**src/pcie_shim_pkg.sv**
```systemverilog
/*
 * Host interface shim shared definitions
 * Stream widths, header fields, type codes, tag modes and register map
 */
`default_nettype none

package pcie_shim_pkg;

   //------------------------------------------------------------
   // Streams
   //------------------------------------------------------------
   localparam int DATA_W        = 64;

   localparam int HDR_TYPE_LSB  = 0;
   localparam int HDR_TYPE_W    = 8;
   localparam int HDR_TAG_LSB   = 16;
   localparam int HDR_TAG_W     = 8;

   localparam logic [HDR_TYPE_W-1:0] TYPE_MEM_WR     = 8'h60;
   localparam logic [HDR_TYPE_W-1:0] TYPE_MEM_RD     = 8'h20;
   localparam logic [HDR_TYPE_W-1:0] TYPE_CPL_COMMIT = 8'h0A;   // Cpl without data

   typedef logic [DATA_W:0]      beat_t;   // {last, data}
   typedef logic [HDR_TAG_W-1:0] tag_t;

   localparam int TX_FIFO_DEPTH     = 2;
   localparam int COMMIT_FIFO_DEPTH = 4;

   //------------------------------------------------------------
   // Control shadow
   //------------------------------------------------------------
   localparam int SHADOW_W         = 40;
   localparam int SHADOW_FUNC_LSB  = 0;
   localparam int SHADOW_FUNC_W    = 8;
   localparam int SHADOW_TAG8_BIT  = 16;
   localparam int SHADOW_TAG10_BIT = 17;

   typedef enum logic [1:0] {
      TAG_5BIT  = 2'd0,
      TAG_8BIT  = 2'd1,
      TAG_10BIT = 2'd2
   } tag_mode_t;

   //------------------------------------------------------------
   // Register block
   //------------------------------------------------------------
   localparam int WB_ADR_W  = 3;
   localparam int WB_DATA_W = 32;

   localparam logic [WB_ADR_W-1:0] REG_FEATURE    = 3'd0;
   localparam logic [WB_ADR_W-1:0] REG_STATUS     = 3'd1;
   localparam logic [WB_ADR_W-1:0] REG_RX_ERR     = 3'd2;
   localparam logic [WB_ADR_W-1:0] REG_COMMIT_CNT = 3'd3;
   localparam logic [WB_ADR_W-1:0] REG_SCRATCH    = 3'd4;

   localparam logic [WB_DATA_W-1:0] FEAT_ID = 32'h0000_1020;

endpackage

`default_nettype wire
```
**src/pcie_shim_top.sv**
```systemverilog
/*
 * Host interface shim top level
 * TX write commits, request merge, tag mode capture and status registers
 */
`timescale 1ns/10ps
`default_nettype none

module pcie_shim_top (
   input  logic                                fim_clk,
   input  logic                                rst,
   // Accelerator TX
   input  logic                                tx_in_valid,
   output logic                                tx_in_ready,
   input  logic [pcie_shim_pkg::DATA_W-1:0]    tx_in_data,
   input  logic                                tx_in_last,
   // TX toward the subsystem
   output logic                                tx_out_valid,
   input  logic                                tx_out_ready,
   output logic [pcie_shim_pkg::DATA_W-1:0]    tx_out_data,
   output logic                                tx_out_last,
   // Host requests
   input  logic                                rxreq_in_valid,
   output logic                                rxreq_in_ready,
   input  logic [pcie_shim_pkg::DATA_W-1:0]    rxreq_in_data,
   input  logic                                rxreq_in_last,
   // Merged requests toward the accelerator
   output logic                                rxreq_out_valid,
   input  logic                                rxreq_out_ready,
   output logic [pcie_shim_pkg::DATA_W-1:0]    rxreq_out_data,
   output logic                                rxreq_out_last,
   // Control shadow and status
   input  logic                                shadow_valid,
   input  logic [pcie_shim_pkg::SHADOW_W-1:0]  shadow_data,
   output pcie_shim_pkg::tag_mode_t            tag_mode,
   input  logic                                link_up,
   input  logic [31:0]                         rx_err_code,
   // Wishbone slave
   input  logic                                wb_cyc,
   input  logic                                wb_stb,
   input  logic                                wb_we,
   input  logic [pcie_shim_pkg::WB_ADR_W-1:0]  wb_adr,
   input  logic [pcie_shim_pkg::WB_DATA_W-1:0] wb_dat_w,
   output logic [pcie_shim_pkg::WB_DATA_W-1:0] wb_dat_r,
   output logic                                wb_ack
);

   logic                             commit_valid;
   logic                             commit_ready;
   logic [pcie_shim_pkg::DATA_W-1:0] commit_data;
   logic                             commit_last;
   logic                             commit_sent;

   write_commit_gen write_commit_gen_inst (
      .fim_clk      (fim_clk),
      .rst          (rst),
      .tx_in_valid  (tx_in_valid),
      .tx_in_ready  (tx_in_ready),
      .tx_in_data   (tx_in_data),
      .tx_in_last   (tx_in_last),
      .tx_out_valid (tx_out_valid),
      .tx_out_ready (tx_out_ready),
      .tx_out_data  (tx_out_data),
      .tx_out_last  (tx_out_last),
      .commit_valid (commit_valid),
      .commit_ready (commit_ready),
      .commit_data  (commit_data),
      .commit_last  (commit_last)
   );

   rxreq_arb_mux rxreq_arb_mux_inst (
      .fim_clk      (fim_clk),
      .rst          (rst),
      .host_valid   (rxreq_in_valid),
      .host_ready   (rxreq_in_ready),
      .host_data    (rxreq_in_data),
      .host_last    (rxreq_in_last),
      .commit_valid (commit_valid),
      .commit_ready (commit_ready),
      .commit_data  (commit_data),
      .commit_last  (commit_last),
      .out_valid    (rxreq_out_valid),
      .out_ready    (rxreq_out_ready),
      .out_data     (rxreq_out_data),
      .out_last     (rxreq_out_last),
      .commit_sent  (commit_sent)
   );

   tag_mode_capture tag_mode_capture_inst (
      .fim_clk      (fim_clk),
      .rst          (rst),
      .shadow_valid (shadow_valid),
      .shadow_data  (shadow_data),
      .tag_mode     (tag_mode)
   );

   pcie_shim_csr pcie_shim_csr_inst (
      .fim_clk      (fim_clk),
      .rst          (rst),
      .wb_cyc       (wb_cyc),
      .wb_stb       (wb_stb),
      .wb_we        (wb_we),
      .wb_adr       (wb_adr),
      .wb_dat_w     (wb_dat_w),
      .wb_dat_r     (wb_dat_r),
      .wb_ack       (wb_ack),
      .link_up      (link_up),
      .rx_err_code  (rx_err_code),
      .tag_mode     (tag_mode),
      .commit_sent  (commit_sent)
   );

endmodule

`default_nettype wire

```
**src/pcie_shim_csr.sv**
```systemverilog
/*
 * Shim status registers on Wishbone classic
 * Feature ID, link status, RX error code, commit count and scratch
 */
`timescale 1ns/10ps
`default_nettype none

module pcie_shim_csr (
   input  logic                                fim_clk,
   input  logic                                rst,
   input  logic                                wb_cyc,
   input  logic                                wb_stb,
   input  logic                                wb_we,
   input  logic [pcie_shim_pkg::WB_ADR_W-1:0]  wb_adr,
   input  logic [pcie_shim_pkg::WB_DATA_W-1:0] wb_dat_w,
   output logic [pcie_shim_pkg::WB_DATA_W-1:0] wb_dat_r,
   output logic                                wb_ack,
   input  logic                                link_up,
   input  logic [31:0]                         rx_err_code,
   input  pcie_shim_pkg::tag_mode_t            tag_mode,
   input  logic                                commit_sent
);

   logic                                req;
   logic [pcie_shim_pkg::WB_DATA_W-1:0] scratch;
   logic [pcie_shim_pkg::WB_DATA_W-1:0] commit_cnt;
   logic [pcie_shim_pkg::WB_DATA_W-1:0] rd_data;

   assign req = wb_cyc && wb_stb && !wb_ack;   // New cycle not yet acked

   //------------------------------------------------------------
   // Read mux
   //------------------------------------------------------------
   always_comb
   begin
      case (wb_adr)
         pcie_shim_pkg::REG_FEATURE:    rd_data = pcie_shim_pkg::FEAT_ID;
         pcie_shim_pkg::REG_STATUS:     rd_data = {26'd0, tag_mode, 3'd0, link_up};
         pcie_shim_pkg::REG_RX_ERR:     rd_data = rx_err_code;
         pcie_shim_pkg::REG_COMMIT_CNT: rd_data = commit_cnt;
         pcie_shim_pkg::REG_SCRATCH:    rd_data = scratch;
         default:                       rd_data = '0;
      endcase
   end

   always_ff @(posedge fim_clk)
   begin
      if (rst)
      begin
         wb_ack     <= 1'b0;
         scratch    <= '0;
         commit_cnt <= '0;
      end
      else
      begin
         wb_ack <= req;
         // Only scratch is writable
         if (req && wb_we && (wb_adr == pcie_shim_pkg::REG_SCRATCH))
            scratch <= wb_dat_w;
         if (commit_sent)
            commit_cnt <= commit_cnt + 1'b1;
      end
   end

   always_ff @(posedge fim_clk)
   begin
      if (req)
         wb_dat_r <= rd_data;   // Valid with ack
   end

endmodule

`default_nettype wire

```
**src/tag_mode_capture.sv**
```systemverilog
/*
 * Tag mode capture
 * Tracks the function-0 tag mode from control-shadow messages
 */
`timescale 1ns/10ps
`default_nettype none

module tag_mode_capture (
   input  logic                               fim_clk,
   input  logic                               rst,
   input  logic                               shadow_valid,
   input  logic [pcie_shim_pkg::SHADOW_W-1:0] shadow_data,
   output pcie_shim_pkg::tag_mode_t           tag_mode
);

   logic func0;

   assign func0 = (shadow_data[pcie_shim_pkg::SHADOW_FUNC_LSB +: pcie_shim_pkg::SHADOW_FUNC_W]
                   == '0);

   always_ff @(posedge fim_clk)
   begin
      if (rst)
         tag_mode <= pcie_shim_pkg::TAG_5BIT;
      else if (shadow_valid && func0)
      begin
         // 10-bit wins over 8-bit
         if (shadow_data[pcie_shim_pkg::SHADOW_TAG10_BIT])
            tag_mode <= pcie_shim_pkg::TAG_10BIT;
         else if (shadow_data[pcie_shim_pkg::SHADOW_TAG8_BIT])
            tag_mode <= pcie_shim_pkg::TAG_8BIT;
         else
            tag_mode <= pcie_shim_pkg::TAG_5BIT;
      end
   end

endmodule

`default_nettype wire

```
**src/rxreq_arb_mux.sv**
```systemverilog
/*
 * Two-channel request merge
 * Packet-atomic round robin between host requests and write commits
 */
`timescale 1ns/10ps
`default_nettype none

module rxreq_arb_mux (
   input  logic                             fim_clk,
   input  logic                             rst,
   input  logic                             host_valid,
   output logic                             host_ready,
   input  logic [pcie_shim_pkg::DATA_W-1:0] host_data,
   input  logic                             host_last,
   input  logic                             commit_valid,
   output logic                             commit_ready,
   input  logic [pcie_shim_pkg::DATA_W-1:0] commit_data,
   input  logic                             commit_last,
   output logic                             out_valid,
   input  logic                             out_ready,
   output logic [pcie_shim_pkg::DATA_W-1:0] out_data,
   output logic                             out_last,
   output logic                             commit_sent
);

   logic                             locked;    // Mid-packet
   logic                             grant;     // 1 = commit channel
   logic                             prio;      // Preferred channel for next packet
   logic                             sel;
   logic                             sel_valid;
   logic                             sel_last;
   logic [pcie_shim_pkg::DATA_W-1:0] sel_data;
   logic                             can_load;
   logic                             take;
   logic                             out_src;

   // Output stage can refill in the cycle it drains
   assign can_load = !out_valid || out_ready;

   always_comb
   begin
      if (locked)
         sel = grant;
      else if (prio)
         sel = commit_valid || !host_valid;
      else
         sel = commit_valid && !host_valid;
   end

   assign sel_valid = sel ? commit_valid : host_valid;
   assign sel_last  = sel ? commit_last  : host_last;
   assign sel_data  = sel ? commit_data  : host_data;
   assign take      = sel_valid && can_load;

   assign host_ready   = can_load && !sel;
   assign commit_ready = can_load && sel;
   assign commit_sent  = out_valid && out_ready && out_src;

   //------------------------------------------------------------
   // Grant tracking and output register
   //------------------------------------------------------------
   always_ff @(posedge fim_clk)
   begin
      if (rst)
      begin
         out_valid <= 1'b0;
         out_src   <= 1'b0;
         locked    <= 1'b0;
         grant     <= 1'b0;
         prio      <= 1'b0;
      end
      else if (take)
      begin
         out_valid <= 1'b1;
         out_src   <= sel;
         grant     <= sel;
         locked    <= !sel_last;
         if (sel_last)
            prio <= !sel;            // Other side goes first next time
      end
      else if (out_ready)
      begin
         out_valid <= 1'b0;
      end
   end

   always_ff @(posedge fim_clk)
   begin
      if (take)
      begin
         out_data <= sel_data;
         out_last <= sel_last;
      end
   end

endmodule

`default_nettype wire

```
**src/write_commit_gen.sv**
```systemverilog
/*
 * Write commit generator
 * Buffers the TX stream and returns a commit beat with the tag of each
 * memory write once its last beat has been taken downstream
 */
`timescale 1ns/10ps
`default_nettype none

module write_commit_gen (
   input  logic                             fim_clk,
   input  logic                             rst,
   input  logic                             tx_in_valid,
   output logic                             tx_in_ready,
   input  logic [pcie_shim_pkg::DATA_W-1:0] tx_in_data,
   input  logic                             tx_in_last,
   output logic                             tx_out_valid,
   input  logic                             tx_out_ready,
   output logic [pcie_shim_pkg::DATA_W-1:0] tx_out_data,
   output logic                             tx_out_last,
   output logic                             commit_valid,
   input  logic                             commit_ready,
   output logic [pcie_shim_pkg::DATA_W-1:0] commit_data,
   output logic                             commit_last
);

   pcie_shim_pkg::beat_t buf_beat;
   pcie_shim_pkg::tag_t  hdr_tag;
   pcie_shim_pkg::tag_t  pkt_tag;
   pcie_shim_pkg::tag_t  cur_tag;
   pcie_shim_pkg::tag_t  cq_tag;
   logic                 buf_valid;
   logic                 hold;
   logic                 sop;
   logic                 hdr_is_wr;
   logic                 pkt_is_wr;
   logic                 cur_is_wr;
   logic                 cq_ready;
   logic                 tx_xfer;
   logic                 push;

   //------------------------------------------------------------
   // TX buffer
   //------------------------------------------------------------
   stream_fifo #(
      .payload_t (pcie_shim_pkg::beat_t),
      .DEPTH     (pcie_shim_pkg::TX_FIFO_DEPTH)
   ) tx_buf (
      .fim_clk   (fim_clk),
      .rst       (rst),
      .in_valid  (tx_in_valid),
      .in_ready  (tx_in_ready),
      .in_data   ({tx_in_last, tx_in_data}),
      .out_valid (buf_valid),
      .out_ready (tx_out_ready && !hold),
      .out_data  (buf_beat),
      .count     ()
   );

   assign hdr_is_wr = (buf_beat[pcie_shim_pkg::HDR_TYPE_LSB +: pcie_shim_pkg::HDR_TYPE_W]
                       == pcie_shim_pkg::TYPE_MEM_WR);
   assign hdr_tag   = buf_beat[pcie_shim_pkg::HDR_TAG_LSB +: pcie_shim_pkg::HDR_TAG_W];
   assign cur_is_wr = sop ? hdr_is_wr : pkt_is_wr;
   assign cur_tag   = sop ? hdr_tag : pkt_tag;

   // Keep the last beat of a write back until its commit has a slot
   assign hold = buf_beat[pcie_shim_pkg::DATA_W] && cur_is_wr && !cq_ready;

   assign tx_out_valid = buf_valid && !hold;
   assign tx_out_data  = buf_beat[pcie_shim_pkg::DATA_W-1:0];
   assign tx_out_last  = buf_beat[pcie_shim_pkg::DATA_W];
   assign tx_xfer      = tx_out_valid && tx_out_ready;
   assign push         = tx_xfer && tx_out_last && cur_is_wr;

   always_ff @(posedge fim_clk)
   begin
      if (rst)
      begin
         sop       <= 1'b1;
         pkt_is_wr <= 1'b0;
      end
      else if (tx_xfer)
      begin
         sop <= tx_out_last;          // Next beat opens a packet
         if (sop)
            pkt_is_wr <= hdr_is_wr;
      end
   end

   always_ff @(posedge fim_clk)
   begin
      if (tx_xfer && sop)
         pkt_tag <= hdr_tag;
   end

   //------------------------------------------------------------
   // Commit queue
   //------------------------------------------------------------
   stream_fifo #(
      .payload_t (pcie_shim_pkg::tag_t),
      .DEPTH     (pcie_shim_pkg::COMMIT_FIFO_DEPTH)
   ) commit_q (
      .fim_clk   (fim_clk),
      .rst       (rst),
      .in_valid  (push),
      .in_ready  (cq_ready),
      .in_data   (cur_tag),
      .out_valid (commit_valid),
      .out_ready (commit_ready),
      .out_data  (cq_tag),
      .count     ()
   );

   // One-beat completion with only type and tag set
   always_comb
   begin
      commit_data = '0;
      commit_data[pcie_shim_pkg::HDR_TYPE_LSB +: pcie_shim_pkg::HDR_TYPE_W] =
         pcie_shim_pkg::TYPE_CPL_COMMIT;
      commit_data[pcie_shim_pkg::HDR_TAG_LSB +: pcie_shim_pkg::HDR_TAG_W] = cq_tag;
   end

   assign commit_last = 1'b1;

endmodule

`default_nettype wire

```
**src/stream_fifo.sv**
```systemverilog
/*
 * Small valid/ready FIFO
 * Circular buffer with a generic payload type, head read from storage flops
 */
`timescale 1ns/10ps
`default_nettype none

module stream_fifo #(
   parameter type payload_t = logic [7:0],
   parameter int  DEPTH     = 2
)(
   input  logic                       fim_clk,
   input  logic                       rst,
   input  logic                       in_valid,
   output logic                       in_ready,
   input  payload_t                   in_data,
   output logic                       out_valid,
   input  logic                       out_ready,
   output payload_t                   out_data,
   output logic [$clog2(DEPTH+1)-1:0] count
);

   localparam int PTR_W = (DEPTH > 1) ? $clog2(DEPTH) : 1;
   localparam int CNT_W = $clog2(DEPTH+1);

   payload_t         mem [DEPTH];
   logic [PTR_W-1:0] wr_ptr;
   logic [PTR_W-1:0] rd_ptr;
   logic             push;
   logic             pop;

   function automatic logic [PTR_W-1:0] next_ptr(input logic [PTR_W-1:0] p);
      next_ptr = (p == PTR_W'(DEPTH-1)) ? '0 : p + 1'b1;
   endfunction

   assign in_ready  = (count != CNT_W'(DEPTH));   // Not full
   assign out_valid = (count != '0);
   assign push      = in_valid && in_ready;
   assign pop       = out_valid && out_ready;
   assign out_data  = mem[rd_ptr];

   always_ff @(posedge fim_clk)
   begin
      if (rst)
      begin
         wr_ptr <= '0;
         rd_ptr <= '0;
         count  <= '0;
      end
      else
      begin
         if (push)
            wr_ptr <= next_ptr(wr_ptr);
         if (pop)
            rd_ptr <= next_ptr(rd_ptr);
         case ({push, pop})
            2'b10:   count <= count + 1'b1;
            2'b01:   count <= count - 1'b1;
            default: count <= count;   // Both or neither
         endcase
      end
   end

   always_ff @(posedge fim_clk)
   begin
      if (push)
         mem[wr_ptr] <= in_data;
   end

endmodule

`default_nettype wire

```
**config.mk**
```make
export PLATFORM = sky130hd
export DESIGN_NAME = pcie_shim_top
export DESIGN_NICKNAME = d
export VERILOG_FILES = /design/src/pcie_shim_pkg.sv /design/src/pcie_shim_top.sv /design/src/pcie_shim_csr.sv /design/src/tag_mode_capture.sv /design/src/rxreq_arb_mux.sv /design/src/write_commit_gen.sv /design/src/stream_fifo.sv
export SDC_FILE = /design/constraint.sdc
export NUM_CORES = 1
export LEC_CHECK = 0
export BUFFER_PORTS_ARGS = -buffer_cell sky130_fd_sc_hd__buf_2
export CORE_ASPECT_RATIO = 1.4
export CORE_MARGIN = 5
export CORE_UTILIZATION = 47
export DETAILED_ROUTE_END_ITERATION = 12
export PLACE_DENSITY = 0.75
export SLEW_MARGIN = 5
export SYNTH_ARGS = -nofsm -noshare
export SYNTH_HDL_FRONTEND = slang
export SYNTH_SLANG_ARGS = --single-unit
```
**constraint.sdc**
```tcl
create_clock -name fim_clk -period 4.1 [get_ports fim_clk]
set_input_delay 0.41 -clock fim_clk [delete_from_list [all_inputs] [get_ports fim_clk]]
set_output_delay 0.41 -clock fim_clk [all_outputs]
set_load 0.02 [all_outputs]
```
==> out/metrics.csv, run 1 <==
metric;value;unit
routabilityCongestion;0.845;
clkSlewWorstSetupHoldPaths;70;ps
cts_resized;0;
cts_setup_buffers;0;
routed_wl;32900;um
vdd_drop_max;0.000461;V
period_minus_slack;3130;ps
syn_inst;1038;
synth_fp_nets;1295;
die_h;216;um
io_pins;417;
dpl.hpwl;23600;um
first_pass_iters;7;
cts_hold_buf;0;
drv_slew;0;
synth_top_cell_by_area;edfxtp_1;
drtIter0Drc;519;
synth_ff_type;edfxtp_1;
dieArea;34100;um2
die_w;157;um
finalHoldViolCount;0;
clk-insertion-delay-late;530;ps
arrival;3580;ps
remaining_drc_errors;0;
final_nets;1678;
avgRoutedWirePerCell;18.0;um
via_per_inst;5.21;
ant_nets;0;
synth_area;14300;um2
synth_seq_cells;354;
multi_input_area;4280;um2
p_leak;6.69;nW
synthArstFlopShare;0;%
clockBufferDepth;3;
grt_pass1_wl;50800;um
end_kind;flip-flop;
antenna_found_initial;2;
max_freq;0.319;GHz
io_buffers;386;
area_growth_syn_to_layout;23.9;%
power_density;530;nW/um2
skew;19.8;ps
num_rows;75;
drive_gt1_share;38.3;%
core;30000;um2
yosysMostFrequentCell;edfxtp_1;
dr_total_vias;9550;
synth_top_area_share;56.0;%
worst_pin_slew;1220;ps
grt.overflow.total;0;
relSlewSlack;18.8;%
clock_tree.root_cell;clkbuf_16;
setup_viol_count_final;0;
nFillCells;2441;
yosysSeqAreaShare;68.2;%
cts_tree;yes;
yosysWarnings;0;
synth_area_leaders;edfxtp_1 (56%), dfxtp_1 (12%), mux2_2 (6.9%);
critPathRequiredTime;4550;ps
status;finished, final reports clean;
critPathMaxFanout;26;
rsz0062_at_grt;no;
hold_class;input pin to flip-flop;
cts_buffers;35;
finalSetupTns;0;ps
synth_common_cells;edfxtp_1 (267), nand2_1 (111), mux2_2 (88);
synth-edff-count;267;
ys_types;55;
seq_area;9760;um2
grt_pass1_vias;9737;
cts_sinks;354;
min_from;tx_in_data[51];
maxCapViolCount;0;
grt_max_degree;66;
worstSetupStartpointType;flip-flop;
h-tree-depth;2;
period_share;76.4;%
start_util;47.6;%
detailedPlace.worstSlack;908;ps
syn_area_per_cell;13.8;um2
fin_ws;969;ps
grt_use_total;18.6;%
criticalPathCategory;flip-flop to flip-flop;
-- per-layer routing --
metal | up-vias | global-route usage (%) | wire, um
li1 | 4608 | - | -
met1 | 4571 | 21.9 | 12500
met2 | 329 | 33.6 | 17400
met3 | 42 | 4.43 | 2410
met4 | 0 | 5.65 | 689
met5 | - | 0 | 0
-- path summary, 6_finish.rpt --
check	slack, ps	cells after the start	to
max reg2reg	970	10	write_commit_gen_inst.commit_q.count[2]$_SDFFE_PP0P_
min reg2reg	450	2	pcie_shim_csr_inst.scratch[5]$_SDFFE_PP0P_
max	970	10	write_commit_gen_inst.commit_q.count[2]$_SDFFE_PP0P_
min	70	1	write_commit_gen_inst.tx_buf.mem[0][51]$_DFFE_PP_
-- through the flow --
step	instances	total power [mW]	utilization, %	area (um2)	hold slack (ps)
3_3_place_gp	1769	6.41	55.4	16600	437
3_5_place_dp	1769	6.46	55.4	16600	449
2_1_floorplan	1038	5.77	-	14300	432
6_report	1832	9.39	59.0	17700	67.8
4_1_cts	1830	9.53	59.0	17700	34.2
5_1_grt	1832	9.83	59.0	17700	32.9
-- state kept, by name, summed over array words and instances (netlist names), 2 cells and up, named ones only --
register,count
pcie_shim_csr_inst.commit_cnt,32
rxreq_arb_mux_inst.out_data,64
write_commit_gen_inst.commit_q.rd_ptr,2
pcie_shim_csr_inst.scratch,32
write_commit_gen_inst.commit_q.count,3
write_commit_gen_inst.commit_q.wr_ptr,2
write_commit_gen_inst.pkt_tag,8
tag_mode_capture_inst.tag_mode,2
write_commit_gen_inst.tx_buf.mem,130
pcie_shim_csr_inst.wb_dat_r,32
write_commit_gen_inst.tx_buf.count,2
write_commit_gen_inst.commit_q.mem,32
-- final cells by class --
type / instances / share of cell area (%)
inverter: 15 / 0.318
sequential: 354 / 55.1
clock buffer: 43 / 5.17
timing repair buffer: 400 / 11.6
antenna: 2 / 0.0282
multi-input combinational: 615 / 24.2
clock inverter: 18 / 0.995
tap: 385 / 2.72
-- cells by family after synthesis --
logic type / Yosys count / synth area share [%]
flops: 354 / 68.2
simple gates: 323 / 11.9
compound gates: 135 / 5.44
mux: 133 / 10.8
buf+inv: 69 / 1.94
xor+xnor: 15 / 0.918
fa+ha+maj: 9 / 0.840
-- worst max-delay path, stage by stage, from the launching register on --
cell and delay (ps):
dfxtp_2 690, or4b_1 520, o22a_1 230, o21ai_0 370, nand3_1 200, ha_1 270, inv_1 70, fa_1 180
xor2_1 70, or3_1 300, a21oi_1 140
-- layout by cell type, fill, tap and decap left out, types with 10 or more instances in the layout --
| cell type | Yosys | final |
|---|---|---|
| inv_1 | 15 | 14 |
| clkbuf_16 | 0 | 35 |
| buf_2 | 13 | 386 |
| nor2b_1 | 69 | 69 |
| nand3_1 | 15 | 15 |
| mux2i_1 | 37 | 37 |
| nor4_1 | 11 | 11 |
| dfxtp_1 | 87 | 86 |
| o31ai_1 | 11 | 11 |
| a21oi_1 | 61 | 61 |
| edfxtp_1 | 267 | 267 |
| o21ai_0 | 35 | 35 |
| mux2_2 | 88 | 88 |
| or4_1 | 13 | 13 |
| nor2_1 | 40 | 38 |
| buf_4 | 0 | 13 |
| nand2_1 | 111 | 111 |
| xor2_1 | 10 | 10 |
-- power breakdown --
group / switching, mW / internal (mW) / leakage (nW)
Combinational: 1.17 / 0.737 / 2.97
Clock: 1.30 / 1.73 / 0.522
Sequential: 0.143 / 4.31 / 3.20
Total: 2.62 / 6.78 / 6.69
(Power assumes the default switching activity.)
==> run 2: changes to the inputs <==
--- a/config.mk
+++ b/config.mk
@@ -8,9 +8,9 @@
 export BUFFER_PORTS_ARGS = -buffer_cell sky130_fd_sc_hd__buf_2
 export CORE_ASPECT_RATIO = 1.4
 export CORE_MARGIN = 5
-export CORE_UTILIZATION = 47
+export CORE_UTILIZATION = 52
 export DETAILED_ROUTE_END_ITERATION = 12
-export PLACE_DENSITY = 0.75
+export PLACE_DENSITY = 0.79
 export SLEW_MARGIN = 5
 export SYNTH_ARGS = -nofsm -noshare
 export SYNTH_HDL_FRONTEND = slang
==> constraint.sdc (replaced) <==
create_clock -name fim_clk -period 2.9 [get_ports fim_clk]
set_input_delay 0.29 -clock fim_clk [delete_from_list [all_inputs] [get_ports fim_clk]]
set_output_delay 0.29 -clock fim_clk [all_outputs]
set_load 0.02 [all_outputs]
==> out/metrics.csv, run 2 (same netlist as run 1, synthesis figures left out) <==
metric;value;unit
end_kind;flip-flop;
ant_nets;0;
worstSetupStartpointType;flip-flop;
status;finished, final reports clean;
finalHoldViolCount;0;
drtIter0Drc;556;
area_growth_syn_to_layout;29.9;%
worst_pin_slew;1050;ps
clockBufferDepth;3;
first_pass_iters;5;
slowest_delay;550;ps
path_buf_inv;1;
num_rows;71;
drive_gt1_share;37.5;%
vdd_drop_max;0.000675;V
arrival;3140;ps
grt_use_total;22.3;%
avgRoutedWirePerCell;19.0;um
total_power;13.9;mW
period_share;92.9;%
cts_tree;yes;
h-tree-depth;2;
hold_class;input pin to flip-flop;
drv_slew;0;
dr_total_vias;10087;
criticalPathCategory;flip-flop to flip-flop;
io_buffers;386;
grt.overflow.total;0;
power_density;746;nW/um2
clock_tree.root_cell;clkbuf_16;
finalSetupTns;0;ps
detailedPlace.worstSlack;129;ps
grt_max_degree;88;
grt_pass1_vias;10420;
grt_pass1_wl;54400;um
cts_setup_buffers;0;
rsz0062_at_grt;no;
slowest_stage;or4b_1;
start_util;53.0;%
setup_viol_count_final;0;
critPathRequiredTime;3350;ps
maxCapViolCount;0;
max_freq;0.371;GHz
p_leak;7.07;nW
cts_buffers;35;
clkSlewWorstSetupHoldPaths;70;ps
clk-insertion-delay-late;510;ps
final_nets;1752;
path_delay_family;simple AND/OR/NAND/NOR gates;
crit_chain;or4b_1, o22a_1, o21ai_1, nand3_1, ha_1, inv_1, fa_1, xor2_1, or3_1, a21oi_1;
final_common_cell;buf_2;
remaining_drc_errors;0;
regMostFlops;write_commit_gen_inst.tx_buf.mem;
reg_top3;write_commit_gen_inst.tx_buf.mem (130), rxreq_arb_mux_inst.out_data (64);
die_w;150;um
fin_util;68.8;%
fin_ws;206;ps
io_pins;417;
core;27000;um2
relSlewSlack;29.9;%
skew;15.6;ps
routed_wl;36000;um
critPathMaxFanout;3;
period_minus_slack;2690;ps
via_per_inst;5.34;
die_h;206;um
cts_sinks;354;
largest_register_ffs;130;
routabilityCongestion;0.878;
final_cell_mix;buf_2 (386), edfxtp_1 (267), nand2_1 (111);
dpl.hpwl;24100;um
dieArea;31000;um2
antenna_found_initial;2;
[run 2: routing by layer]
layer  vias up  wire length, um  GRT usage, %
met2       398            19200          41.1
met5         -                0             0
met1      4861            13000          24.9
met4         0              987          7.68
li1       4761                -             -
met3        67             2830          5.44
[run 2: what timing repair did]
action                                 in CTS  in global routing
hold buffers                               67                  0
gates resized for setup                     0                  3
setup endpoints to repair                   0                  2
endpoints found under the hold margin     132                  0
[run 2: cell type report]
class | instances | area (um2)
fillers | 1859 | 8430
diodes | 2 | 5.00
flip-flops and latches | 354 | 9760
clock inverters | 17 | 199
repair buffers | 473 | 2810
inverters | 15 | 56.3
clock buffers | 46 | 1000
well taps | 365 | 457
multi-input cells | 616 | 4300
[run 2: per-stage QoR]
step	cell area, um2	instances	hold slack, ps
5_1_grt	18600	1888	15.2
3_3_place_gp	16700	1755	444
2_1_floorplan	14300	1038	389
6_report	18600	1888	18.7
3_5_place_dp	16700	1755	447
4_1_cts	18600	1885	1.23
[run 2: tightest hold or removal path, stage by stage]
cell and delay [ps]:
buf_2 100, nand2_1 40, a21oi_1 50
[run 2: power by group]
part	total [mW]	internal, mW	leakage [nW]	switching, mW
sequential	6.26	6.09	3.20	0.170
combinational	2.94	1.14	3.29	1.80
clock	4.66	2.80	0.574	1.85
total	13.9	10.0	7.07	3.83
[run 2: worst paths after layout]
kind | from | end | slack, ps | depth (start not counted)
hold / removal | wb_dat_w[19] | pcie_shim_csr_inst.scratch[19]$_SDFFE_PP0P_ | 20 | 3
setup / recovery | write_commit_gen_inst.tx_buf.mem[1][3]$_DFFE_PP_ | write_commit_gen_inst.commit_q.count[2]$_SDFFE_PP0P_ | 210 | 10
setup reg to reg | write_commit_gen_inst.tx_buf.mem[1][3]$_DFFE_PP_ | write_commit_gen_inst.commit_q.count[2]$_SDFFE_PP0P_ | 210 | 10
hold reg to reg | pcie_shim_csr_inst.scratch[3]$_SDFFE_PP0P_ | pcie_shim_csr_inst.scratch[3]$_SDFFE_PP0P_ | 460 | 2
